--- config.mk ---
export PLATFORM = sky130hd
export DESIGN_NAME = pipe_top
export DESIGN_NICKNAME = d
export VERILOG_FILES = /design/src/design/pipe_pkg.sv /design/src/design/instr_queue.sv /design/src/design/decode_stage.sv /design/src/design/hazard_unit.sv /design/src/design/id_ex_reg.sv /design/src/design/ex_stage.sv /design/src/design/mem_stage.sv /design/src/design/pipe_top.sv
export VERILOG_INCLUDE_DIRS = /design/src /design/src/design
export SDC_FILE = /design/constraint.sdc
export NUM_CORES = 2
export LEC_CHECK = 0
export BUFFER_PORTS_ARGS = -buffer_cell sky130_fd_sc_hd__buf_4
export CAP_MARGIN = 20
export CORE_UTILIZATION = 35
export DETAILED_ROUTE_END_ITERATION = 10
export SYNTH_ARGS = -nofsm -noshare
export SYNTH_HDL_FRONTEND = slang
export SYNTH_SLANG_ARGS = --single-unit
export TNS_END_PERCENT = 1
--- constraint.sdc ---
create_clock -name clk -period 4.5 [get_ports clk]
set_clock_uncertainty 0.2 [all_clocks]
set_input_delay 0.45 -clock clk [delete_from_list [all_inputs] [get_ports clk]]
set_output_delay 0.45 -clock clk [all_outputs]
set_load 0.01 [all_outputs]
--- src/design/pipe_config.svh ---
`ifndef PIPE_CONFIG_SVH
`define PIPE_CONFIG_SVH

// operand and register width
`define DATA_WIDTH      32

// eight architectural registers, r0 reads zero
`define REG_IDX_WIDTH   3

// immediate field, sign extended to DATA_WIDTH
`define IMM_WIDTH       16

// queue depth, also the sender's starting credit count
`define QUEUE_DEPTH     4

// data memory size in words
`define DMEM_WORDS      64

// instruction word width
`define INSTR_WIDTH     32

`endif

--- src/design/pipe_pkg.sv ---
`include "pipe_config.svh"

package pipe_pkg;

    typedef enum logic [3:0] {
        OP_NOP  = 4'h0,
        OP_ADD  = 4'h1,
        OP_SUB  = 4'h2,
        OP_AND  = 4'h3,
        OP_OR   = 4'h4,
        OP_XOR  = 4'h5,
        OP_SLT  = 4'h6,     // signed compare
        OP_ADDI = 4'h7,
        OP_LW   = 4'h8,
        OP_SW   = 4'h9
    } opcode_e;

    typedef enum logic {
        HAZD_NORMAL = 1'b0, // capture the decode packet
        HAZD_NO_OP  = 1'b1  // load a bubble
    } hazd_ctl_e;

    typedef enum logic [1:0] {
        FWD_ID_EX  = 2'd0,  // value read in decode
        FWD_EX_MEM = 2'd1,  // alu result one ahead
        FWD_MEM_WB = 2'd2   // retiring value two ahead
    } fwd_sel_e;

    typedef struct packed {
        opcode_e                   opcode;  // [31:28]
        logic [`REG_IDX_WIDTH-1:0] rd;      // [27:25]
        logic [`REG_IDX_WIDTH-1:0] rs1;     // [24:22]
        logic [`REG_IDX_WIDTH-1:0] rs2;     // [21:19]
        logic [`INSTR_WIDTH-4-3*`REG_IDX_WIDTH-`IMM_WIDTH-1:0] rsvd; // [18:16] unused
        logic [`IMM_WIDTH-1:0]     imm;     // [15:0]
    } instr_t;

    typedef struct packed {
        logic                      no_op;
        logic                      reg_write_enable;
        logic                      mem_read;
        logic                      mem_write;
        opcode_e                   alu_op;
        logic [`DATA_WIDTH-1:0]    operand_1;
        logic [`DATA_WIDTH-1:0]    operand_2;   // immediate when use_imm
        logic [`DATA_WIDTH-1:0]    store_data;  // rs2 value
        logic [`REG_IDX_WIDTH-1:0] reg_1_idx;
        logic [`REG_IDX_WIDTH-1:0] reg_2_idx;
        logic [`REG_IDX_WIDTH-1:0] reg_dest_idx;
        logic                      use_imm;
    } id_ex_t;

    typedef struct packed {
        logic                      no_op;
        logic                      reg_write_enable;
        logic                      mem_read;
        logic                      mem_write;
        logic [`DATA_WIDTH-1:0]    alu_result;  // also the load/store address
        logic [`DATA_WIDTH-1:0]    store_data;
        logic [`REG_IDX_WIDTH-1:0] reg_dest_idx;
    } ex_mem_t;

    typedef struct packed {
        logic                      valid;
        logic [`REG_IDX_WIDTH-1:0] dest;
        logic [`DATA_WIDTH-1:0]    data;
    } wb_t;

endpackage

--- src/design/instr_queue.sv ---
`include "pipe_config.svh"
`timescale 1ns/1ps

module instr_queue (
    input  logic             clk,
    input  logic             rst_n,
    input  logic             in_valid,      // credited push from sender
    input  pipe_pkg::instr_t in_instr,
    input  logic             q_pop,
    output logic             q_valid,
    output pipe_pkg::instr_t q_instr,
    output logic             in_credit      // one pulse per pop
);
    import pipe_pkg::*;

    localparam int PTR_W = $clog2(`QUEUE_DEPTH);

    instr_t           fifo_mem [`QUEUE_DEPTH];
    logic [PTR_W-1:0] wr_ptr, rd_ptr;
    logic [PTR_W:0]   count;
    logic             full, push, pop;

    assign full    = (count == `QUEUE_DEPTH);
    assign push    = in_valid & ~full;          // overflow dropped, checker flags it
    assign pop     = q_pop & q_valid;
    assign q_valid = (count != '0);
    assign q_instr = fifo_mem[rd_ptr];

    always_ff @(posedge clk) begin
        if (push)
            fifo_mem[wr_ptr] <= in_instr;
    end

    always_ff @(posedge clk or negedge rst_n) begin
        if (!rst_n) begin
            wr_ptr    <= '0;
            rd_ptr    <= '0;
            count     <= '0;
            in_credit <= 1'b0;
        end else begin
            if (push)
                wr_ptr <= (wr_ptr == PTR_W'(`QUEUE_DEPTH - 1)) ? '0 : wr_ptr + 1'b1;
            if (pop)
                rd_ptr <= (rd_ptr == PTR_W'(`QUEUE_DEPTH - 1)) ? '0 : rd_ptr + 1'b1;
            count     <= count + push - pop;
            in_credit <= pop;                   // credit returns the cycle after the pop
        end
    end

endmodule

--- src/design/decode_stage.sv ---
`include "pipe_config.svh"
`timescale 1ns/1ps

module decode_stage (
    input  logic                      clk,
    input  logic                      rst_n,
    input  logic                      q_valid,
    input  pipe_pkg::instr_t          q_instr,
    input  logic                      stall,     // load-use hold
    input  pipe_pkg::wb_t             wb,        // retiring write
    output logic                      q_pop,
    output pipe_pkg::id_ex_t          id_pkt,
    output logic [`REG_IDX_WIDTH-1:0] id_rs1,
    output logic [`REG_IDX_WIDTH-1:0] id_rs2
);
    import pipe_pkg::*;

    instr_t                 dec_instr;           // decode register
    logic                   dec_valid;
    logic [`DATA_WIDTH-1:0] regs [1 << `REG_IDX_WIDTH];
    logic [`DATA_WIDTH-1:0] rd_data_1, rd_data_2;
    logic [`DATA_WIDTH-1:0] imm_ext;

    assign q_pop   = q_valid & ~stall;
    assign id_rs1  = dec_instr.rs1;
    assign id_rs2  = dec_instr.rs2;
    assign imm_ext = {{(`DATA_WIDTH - `IMM_WIDTH){dec_instr.imm[`IMM_WIDTH-1]}}, dec_instr.imm};

    always_ff @(posedge clk or negedge rst_n) begin
        if (!rst_n) begin
            dec_valid <= 1'b0;
            dec_instr <= '0;
        end else if (!stall) begin
            dec_valid <= q_valid;
            dec_instr <= q_valid ? q_instr : '0;    // empty queue loads a nop
        end
    end

    // r0 is never written, wb.valid excludes dest 0
    always_ff @(posedge clk or negedge rst_n) begin
        if (!rst_n) begin
            for (int i = 0; i < (1 << `REG_IDX_WIDTH); i++)
                regs[i] <= '0;
        end else if (wb.valid) begin
            regs[wb.dest] <= wb.data;
        end
    end

    function automatic logic [`DATA_WIDTH-1:0] read_reg(input logic [`REG_IDX_WIDTH-1:0] idx);
        if (idx == '0)
            return '0;
        if (wb.valid && wb.dest == idx)
            return wb.data;                         // write-through in the same cycle
        return regs[idx];
    endfunction

    always_comb begin
        rd_data_1           = read_reg(dec_instr.rs1);
        rd_data_2           = read_reg(dec_instr.rs2);
        id_pkt              = '0;
        id_pkt.no_op        = 1'b1;
        id_pkt.alu_op       = dec_instr.opcode;
        id_pkt.reg_1_idx    = dec_instr.rs1;
        id_pkt.reg_2_idx    = dec_instr.rs2;
        id_pkt.reg_dest_idx = dec_instr.rd;
        if (dec_valid) begin
            case (dec_instr.opcode)
                OP_ADD, OP_SUB, OP_AND, OP_OR, OP_XOR, OP_SLT: begin
                    id_pkt.no_op            = 1'b0;
                    id_pkt.reg_write_enable = 1'b1;
                end
                OP_ADDI, OP_LW: begin
                    id_pkt.no_op            = 1'b0;
                    id_pkt.reg_write_enable = 1'b1;
                    id_pkt.use_imm          = 1'b1;
                    id_pkt.mem_read         = (dec_instr.opcode == OP_LW);
                end
                OP_SW: begin
                    id_pkt.no_op     = 1'b0;
                    id_pkt.use_imm   = 1'b1;    // address is rs1 + imm
                    id_pkt.mem_write = 1'b1;
                end
                default: ;                      // nop and spare codes stay a bubble
            endcase
        end
        id_pkt.operand_1  = rd_data_1;
        id_pkt.operand_2  = id_pkt.use_imm ? imm_ext : rd_data_2;
        id_pkt.store_data = rd_data_2;
    end

endmodule

--- src/design/hazard_unit.sv ---
`include "pipe_config.svh"
`timescale 1ns/1ps

module hazard_unit (
    input  logic [`REG_IDX_WIDTH-1:0] id_rs1,
    input  logic [`REG_IDX_WIDTH-1:0] id_rs2,
    input  logic                      id_uses_rs2,
    input  pipe_pkg::id_ex_t          ex_pkt,
    input  pipe_pkg::ex_mem_t         mem_pkt,
    output pipe_pkg::hazd_ctl_e       hazd_ctl,
    output logic                      stall,
    output pipe_pkg::fwd_sel_e        fwd_sel_1,
    output pipe_pkg::fwd_sel_e        fwd_sel_2
);
    import pipe_pkg::*;

    logic ex_writes, mem_writes, ex_load;

    // once decode advances, ex_pkt sits in ex_mem and mem_pkt in mem_wb
    assign ex_writes  = ex_pkt.reg_write_enable & ~ex_pkt.no_op;
    assign mem_writes = mem_pkt.reg_write_enable & ~mem_pkt.no_op;
    assign ex_load    = ex_pkt.mem_read & ~ex_pkt.no_op & (ex_pkt.reg_dest_idx != '0);

    assign stall    = ex_load & ((ex_pkt.reg_dest_idx == id_rs1) |
                                 (id_uses_rs2 & (ex_pkt.reg_dest_idx == id_rs2)));
    assign hazd_ctl = stall ? HAZD_NO_OP : HAZD_NORMAL;

    function automatic fwd_sel_e pick_src(input logic [`REG_IDX_WIDTH-1:0] idx);
        if (idx == '0)
            return FWD_ID_EX;                   // r0 is never forwarded
        if (ex_writes && ex_pkt.reg_dest_idx == idx)
            return FWD_EX_MEM;                  // newest writer wins
        if (mem_writes && mem_pkt.reg_dest_idx == idx)
            return FWD_MEM_WB;
        return FWD_ID_EX;
    endfunction

    always_comb begin
        fwd_sel_1 = pick_src(id_rs1);
        fwd_sel_2 = pick_src(id_rs2);
    end

endmodule

--- src/design/id_ex_reg.sv ---
`timescale 1ns/1ps

module id_ex_reg (
    input  logic                clk,
    input  logic                rst_n,
    input  pipe_pkg::hazd_ctl_e hazd_ctl,   // next-state order from hazard_unit
    input  pipe_pkg::id_ex_t    id_pkt,     // decoded packet
    output pipe_pkg::id_ex_t    ex_pkt      // to ex_stage and hazard_unit
);
    import pipe_pkg::*;

    always_ff @(posedge clk or negedge rst_n) begin
        if (!rst_n) begin
            ex_pkt       <= '0;
            ex_pkt.no_op <= 1'b1;
        end else begin
            case (hazd_ctl)
                HAZD_NO_OP: begin
                    // bubble, payload left as is
                    ex_pkt.no_op            <= 1'b1;
                    ex_pkt.reg_write_enable <= 1'b0;
                    ex_pkt.mem_write        <= 1'b0;
                    ex_pkt.mem_read         <= 1'b0;   // keeps the load from stalling twice
                end
                default: ex_pkt <= id_pkt;            // HAZD_NORMAL
            endcase
        end
    end

endmodule

--- src/design/ex_stage.sv ---
`include "pipe_config.svh"
`timescale 1ns/1ps

module ex_stage (
    input  logic               clk,
    input  logic               rst_n,
    input  pipe_pkg::id_ex_t   ex_pkt,
    input  pipe_pkg::fwd_sel_e fwd_sel_1,    // chosen while the instruction was in decode
    input  pipe_pkg::fwd_sel_e fwd_sel_2,
    input  pipe_pkg::ex_mem_t  mem_pkt_fwd,  // ex_mem register fed back
    input  pipe_pkg::wb_t      wb,
    output pipe_pkg::ex_mem_t  mem_pkt
);
    import pipe_pkg::*;

    fwd_sel_e               sel_1_q, sel_2_q;   // aligned with id_ex
    logic [`DATA_WIDTH-1:0] src_1, src_2, alu_b, alu_result;

    always_ff @(posedge clk or negedge rst_n) begin
        if (!rst_n) begin
            sel_1_q <= FWD_ID_EX;
            sel_2_q <= FWD_ID_EX;
        end else begin
            sel_1_q <= fwd_sel_1;
            sel_2_q <= fwd_sel_2;
        end
    end

    function automatic logic [`DATA_WIDTH-1:0] fwd_mux(input fwd_sel_e sel,
                                                       input logic [`DATA_WIDTH-1:0] own);
        case (sel)
            FWD_EX_MEM: return mem_pkt_fwd.alu_result;  // never a load, hazard stalls those
            FWD_MEM_WB: return wb.data;
            default:    return own;
        endcase
    endfunction

    always_comb begin
        src_1 = fwd_mux(sel_1_q, ex_pkt.operand_1);
        src_2 = fwd_mux(sel_2_q, ex_pkt.store_data);
        alu_b = ex_pkt.use_imm ? ex_pkt.operand_2 : src_2;
        case (ex_pkt.alu_op)
            OP_ADD, OP_ADDI, OP_LW, OP_SW: alu_result = src_1 + alu_b;  // wraps
            OP_SUB: alu_result = src_1 - alu_b;
            OP_AND: alu_result = src_1 & alu_b;
            OP_OR:  alu_result = src_1 | alu_b;
            OP_XOR: alu_result = src_1 ^ alu_b;
            OP_SLT: alu_result = {{(`DATA_WIDTH-1){1'b0}}, $signed(src_1) < $signed(alu_b)};
            default: alu_result = '0;
        endcase
    end

    always_ff @(posedge clk or negedge rst_n) begin
        if (!rst_n) begin
            mem_pkt       <= '0;
            mem_pkt.no_op <= 1'b1;
        end else begin
            mem_pkt.no_op            <= ex_pkt.no_op;
            mem_pkt.reg_write_enable <= ex_pkt.reg_write_enable;
            mem_pkt.mem_read         <= ex_pkt.mem_read;
            mem_pkt.mem_write        <= ex_pkt.mem_write;
            mem_pkt.alu_result       <= alu_result;
            mem_pkt.store_data       <= src_2;       // forwarded rs2
            mem_pkt.reg_dest_idx     <= ex_pkt.reg_dest_idx;
        end
    end

endmodule

--- src/design/mem_stage.sv ---
`include "pipe_config.svh"
`timescale 1ns/1ps

module mem_stage (
    input  logic              clk,
    input  logic              rst_n,
    input  pipe_pkg::ex_mem_t mem_pkt,
    output pipe_pkg::wb_t     wb           // retirement record
);
    localparam int ADDR_W = $clog2(`DMEM_WORDS);

    logic [`DATA_WIDTH-1:0] dmem [`DMEM_WORDS];
    logic [ADDR_W-1:0]      addr;
    logic [`DATA_WIDTH-1:0] load_data;
    logic                   do_store;

    assign addr      = mem_pkt.alu_result[ADDR_W-1:0];   // word address mod DMEM_WORDS
    assign load_data = dmem[addr];
    assign do_store  = mem_pkt.mem_write & ~mem_pkt.no_op;

    // memory comes out of reset zeroed
    always_ff @(posedge clk or negedge rst_n) begin
        if (!rst_n) begin
            for (int i = 0; i < `DMEM_WORDS; i++)
                dmem[i] <= '0;
        end else if (do_store) begin
            dmem[addr] <= mem_pkt.store_data;
        end
    end

    always_ff @(posedge clk or negedge rst_n) begin
        if (!rst_n) begin
            wb <= '0;
        end else begin
            wb.valid <= mem_pkt.reg_write_enable & ~mem_pkt.no_op &
                        (mem_pkt.reg_dest_idx != '0);    // r0 writes retire silently
            wb.dest  <= mem_pkt.reg_dest_idx;
            wb.data  <= mem_pkt.mem_read ? load_data : mem_pkt.alu_result;
        end
    end

endmodule

--- src/design/pipe_top.sv ---
`include "pipe_config.svh"
`timescale 1ns/1ps

module pipe_top (
    input  logic             clk,
    input  logic             rst_n,
    input  logic             in_valid,
    input  pipe_pkg::instr_t in_instr,
    output logic             in_credit,
    output pipe_pkg::wb_t    wb_out       // also feeds regfile and forwarding
);
    import pipe_pkg::*;

    logic                      q_valid, q_pop, stall, id_uses_rs2;
    instr_t                    q_instr;
    id_ex_t                    id_pkt, ex_pkt;
    ex_mem_t                   mem_pkt;
    hazd_ctl_e                 hazd_ctl;
    fwd_sel_e                  fwd_sel_1, fwd_sel_2;
    logic [`REG_IDX_WIDTH-1:0] id_rs1, id_rs2;

    // rs2 matters for register-register ops and as store data
    assign id_uses_rs2 = ~id_pkt.use_imm | id_pkt.mem_write;

    instr_queue u_instr_queue (
        .clk       (clk),
        .rst_n     (rst_n),
        .in_valid  (in_valid),
        .in_instr  (in_instr),
        .q_pop     (q_pop),
        .q_valid   (q_valid),
        .q_instr   (q_instr),
        .in_credit (in_credit)
    );

    decode_stage u_decode_stage (
        .clk     (clk),
        .rst_n   (rst_n),
        .q_valid (q_valid),
        .q_instr (q_instr),
        .stall   (stall),
        .wb      (wb_out),
        .q_pop   (q_pop),
        .id_pkt  (id_pkt),
        .id_rs1  (id_rs1),
        .id_rs2  (id_rs2)
    );

    hazard_unit u_hazard_unit (
        .id_rs1      (id_rs1),
        .id_rs2      (id_rs2),
        .id_uses_rs2 (id_uses_rs2),
        .ex_pkt      (ex_pkt),
        .mem_pkt     (mem_pkt),
        .hazd_ctl    (hazd_ctl),
        .stall       (stall),
        .fwd_sel_1   (fwd_sel_1),
        .fwd_sel_2   (fwd_sel_2)
    );

    id_ex_reg u_id_ex_reg (
        .clk      (clk),
        .rst_n    (rst_n),
        .hazd_ctl (hazd_ctl),
        .id_pkt   (id_pkt),
        .ex_pkt   (ex_pkt)
    );

    ex_stage u_ex_stage (
        .clk         (clk),
        .rst_n       (rst_n),
        .ex_pkt      (ex_pkt),
        .fwd_sel_1   (fwd_sel_1),
        .fwd_sel_2   (fwd_sel_2),
        .mem_pkt_fwd (mem_pkt),
        .wb          (wb_out),
        .mem_pkt     (mem_pkt)
    );

    mem_stage u_mem_stage (
        .clk     (clk),
        .rst_n   (rst_n),
        .mem_pkt (mem_pkt),
        .wb      (wb_out)
    );

endmodule

==> impl_metrics.ini <==
[setup_path]
critical-path-max-stage-delay_ns = 0.40
crit_fanout = 21
critical_path_required_ns = 5.04
cp-start-kind = flip-flop
reg2reg_to = u_ex_stage.mem_pkt[63]
worst-r2r-setup-slack_ns = -0.004
worstPathArrival_ns = 5.05
critical_path.top_delay_family = compound AO/OA/AOI/OAI gates
cp_cell_sequence = inv_1, ha_4, buf_12, bufbuf_16, nor2_1, a21oi_2, o21ai_1, ha_1, a2111oi_1, o21ai_1, a31oi_1, buf_4, a31oi_2, a221o_1, a2111oi_1, buf_4, nor2_1, o211ai_1
critPathSlowestCell = a2111oi_1
crit-reg2reg-launch = u_ex_stage.sel_2_q[0]
path_buf_inv = 5
path_class = flip-flop to flip-flop
reg2reg_depth = 18
crit_path_end_kind = flip-flop

[sta]
min_period_ns = 4.50
grt_setup_unrepaired = true
hold_viol_final = 0
drv_slew = 0
setup_viol = 1
slew_headroom_pct = 22.2
worstMarginPinSlew_ns = 1.17
setup-tns-final_ns = -0.00403
setup_ws_ns = -0.00403
period_share_pct = 100
clock.fmax_mhz = 222

[synthesis]
syn_area_um2 = 121000
synth_edf_count = 116
synthFlopType = dfrtp_1
synthCells = 9438
ys_seq_area_share_pct = 55.3
syn-num-nets = 9591
synth-async-reset-ratio_pct = 95.6
syn_avg_cell_area_um2 = 12.8
ys_ff_latch = 2645
synth_warnings = 0
yosysUniqueCellTypes = 93

[global_routing]
grt_pass1_vias = 87600
antenna_found_initial = 24
grt_use_total_pct = 23.9
overflow = 0
grt_pass1_wl_um = 621000
grt_max_degree = 163

[routing]
avgViaCountPerCell = 5.97
vias = 86000
ant_nets = 0
post_drt_wl_per_cell_um = 29.5
drtPass1Iterations = 6
postRouteWirelength_um = 426000
drt_iter0_drc = 8392
drc = 0

[placement]
gp_congestion = 0.894
hpwl_um = 269000
dpl_cell_area_um2 = 131000
dpl_worst_slack_ns = -0.381
place_inst = 13900
port_buffers = 68

[floorplan]
dieArea_um2 = 347000
rows = 215
start_util_pct = 35.2
coreArea_um2 = 343000
die_w_um = 589
die_height_um = 589
io_pins = 72

[cts]
clkSinkCount = 2645
cts_tree = done
cts_htree_levels = 5
cts-buffers-inserted = 283
clk_path_buf_depth = 4
clk_pin_slew_ns = 0.06
clock_latency_ns = 0.88
cts-root-buf = clkbuf_16

[layout]
nets = 9795
area_growth_syn_to_layout_pct = 17.0
final_design_area_no_fill_um2 = 141000
instances_no_fill = 14400
drive_gt1_share_pct = 38.9

[pwr]
power.switching_uw = 32200
seqPwrFrac_pct = 36.4
p_clk_share_pct = 28.1
max-vdd-ir-drop_mv = 0.465
leakage_uw = 0.0646
power.density_nw_per_um2 = 593
cell_internal_pwr_uw = 51500
p_total_uw = 83700
switching_share_pct = 38.5
pwr-share-comb_pct = 35.5

[job]
maxCapViolations = 0

[hold_path]
hp-class = primary input to asynchronous set/reset pin

[status]
status = finished, violations left
violations = setup timing
-- stage by stage --
step	hold WS (ns)	util [%]
finish	0.0586	41.1
global route	0.0803	41.1
CTS	0.0670	41.0
detailed placement	0.137	38.2
global placement	0.136	38.1
floorplan	-0.0456	-
-- per-layer routing --
metal	track usage, %	vias up	wire length [um]
li1	-	35700	-
met1	33.0	46000	183000
met2	37.4	3512	194000
met3	4.48	802	32000
met4	8.91	6	17000
met5	0	-	38
-- placed cells by master, fill, tap and decap left out, types with 50 or more instances in the layout --
cell type,synthesis,routed
a21oi_1,199,181
a221oi_1,124,122
a22o_1,141,141
a22oi_1,869,867
a31oi_1,106,102
a41oi_1,109,109
buf_12,0,118
buf_4,2,707
clkbuf_1,589,66
clkbuf_16,0,295
clkbuf_8,0,50
dfrtp_1,2527,2483
edfxtp_1,116,116
ha_1,115,107
inv_1,140,140
mux2_2,2308,2308
mux2i_1,80,80
nand2_1,305,279
nand4_1,56,56
nor2_1,271,236
o211ai_1,50,50
o21ai_0,299,271
o22a_1,96,96
o22ai_1,76,76
-- cells in the mapped netlist (25+ instances only) --
master,instances,area share [%]
dfrtp_1,2527,52
mux2_2,2308,22
a22oi_1,869,5.4
clkbuf_1,589,1.8
nand2_1,305,0.95
o21ai_0,299,1.2
nor2_1,271,0.84
buf_1,219,0.68
a21oi_1,199,0.83
a22o_1,141,1.0
buf_2,140,0.58
inv_1,140,0.44
a221oi_1,124,0.90
edfxtp_1,116,2.9
ha_1,115,1.2
a41oi_1,109,0.79
a31oi_1,106,0.55
o22a_1,96,0.70
mux2i_1,80,0.66
o22ai_1,76,0.39
nand4_1,56,0.29
o211ai_1,50,0.31
nor4_1,48,0.25
a211oi_1,47,0.29
nand3_1,32,0.13
nor3_1,32,0.13
mux4_2,29,0.54
o221ai_1,25,0.18
-- worst max-delay path by stage --
| stage | start | to | cells past startpoint | slack, ns |
|---|---|---|---|---|
| final | u_ex_stage.sel_2_q[0] | u_ex_stage.mem_pkt[63] | 18 | -0.004 |
| after global routing | u_ex_stage.sel_2_q[0] | u_ex_stage.mem_pkt[62] | 21 | -0.14 |
| after CTS | u_ex_stage.sel_2_q[0] | u_ex_stage.mem_pkt[35] | 18 | 0.007 |
| after detailed placement | u_ex_stage.sel_2_q[1] | u_ex_stage.mem_pkt[35] | 19 | -0.38 |
| after global placement | u_ex_stage.sel_2_q[1] | u_ex_stage.mem_pkt[63] | 19 | -0.49 |
| after floorplan | u_ex_stage.sel_2_q[0] | u_ex_stage.mem_pkt[59] | 17 | 0.09 |
-- power groups by stage --
stage	Sequential (uW)	Clock, uW	Combinational [uW]
floorplan	28700	0	16100
global placement	30500	0	27900
detailed placement	30700	0	28300
CTS	30300	23900	28900
global route	30700	24800	31300
finish	30500	23500	29700
-- sequential cells by signal, indices dropped and copies added (netlist names) --
register,cells
u_decode_stage.id_pkt,7
u_instr_queue.in_credit,1
u_decode_stage.regs,224
u_instr_queue.fifo_mem,116
u_instr_queue.count,3
u_ex_stage.mem_pkt,71
u_decode_stage.id_rs2,3
u_decode_stage.dec_valid,1
u_id_ex_reg.ex_pkt,108
u_decode_stage.id_rs1,3
u_decode_stage.dec_instr,16
u_ex_stage.sel_1_q,2
u_instr_queue.rd_ptr,2
u_mem_stage.wb,36
u_instr_queue.wr_ptr,2
u_mem_stage.dmem,2048
u_ex_stage.sel_2_q,2
-- layout make-up --
class / instances / area, um2
flip-flops and latches: 2645 / 66800
well taps: 4557 / 5700
multi-input cells: 5701 / 50600
fillers: 31600 / 202000
inverters: 141 / 529
diodes: 14 / 35.0
repair buffers: 870 / 8230
clock buffers: 410 / 8290
clock inverters: 73 / 907
-- kinds of logic after synthesis --
kind of cell    share of synthesized area [%]
mux                                      22.8
simple gates                             3.37
flops                                    55.3
compound gates                           13.6
buf+inv                                  3.55
xor+xnor                                0.131
fa+ha+maj                                1.24
-- what timing repair did --
action / in CTS / in global routing
endpoints found under the setup margin: 16 / 17
pin swaps: 12 / 24
gates cloned: 3 / 1
hold endpoints to repair: 406 / 0
hold buffers: 31 / 0
buffers inserted: 6 / 2
gates resized for setup: 60 / 69
Note: power is estimated with default switching activity, not from simulation.
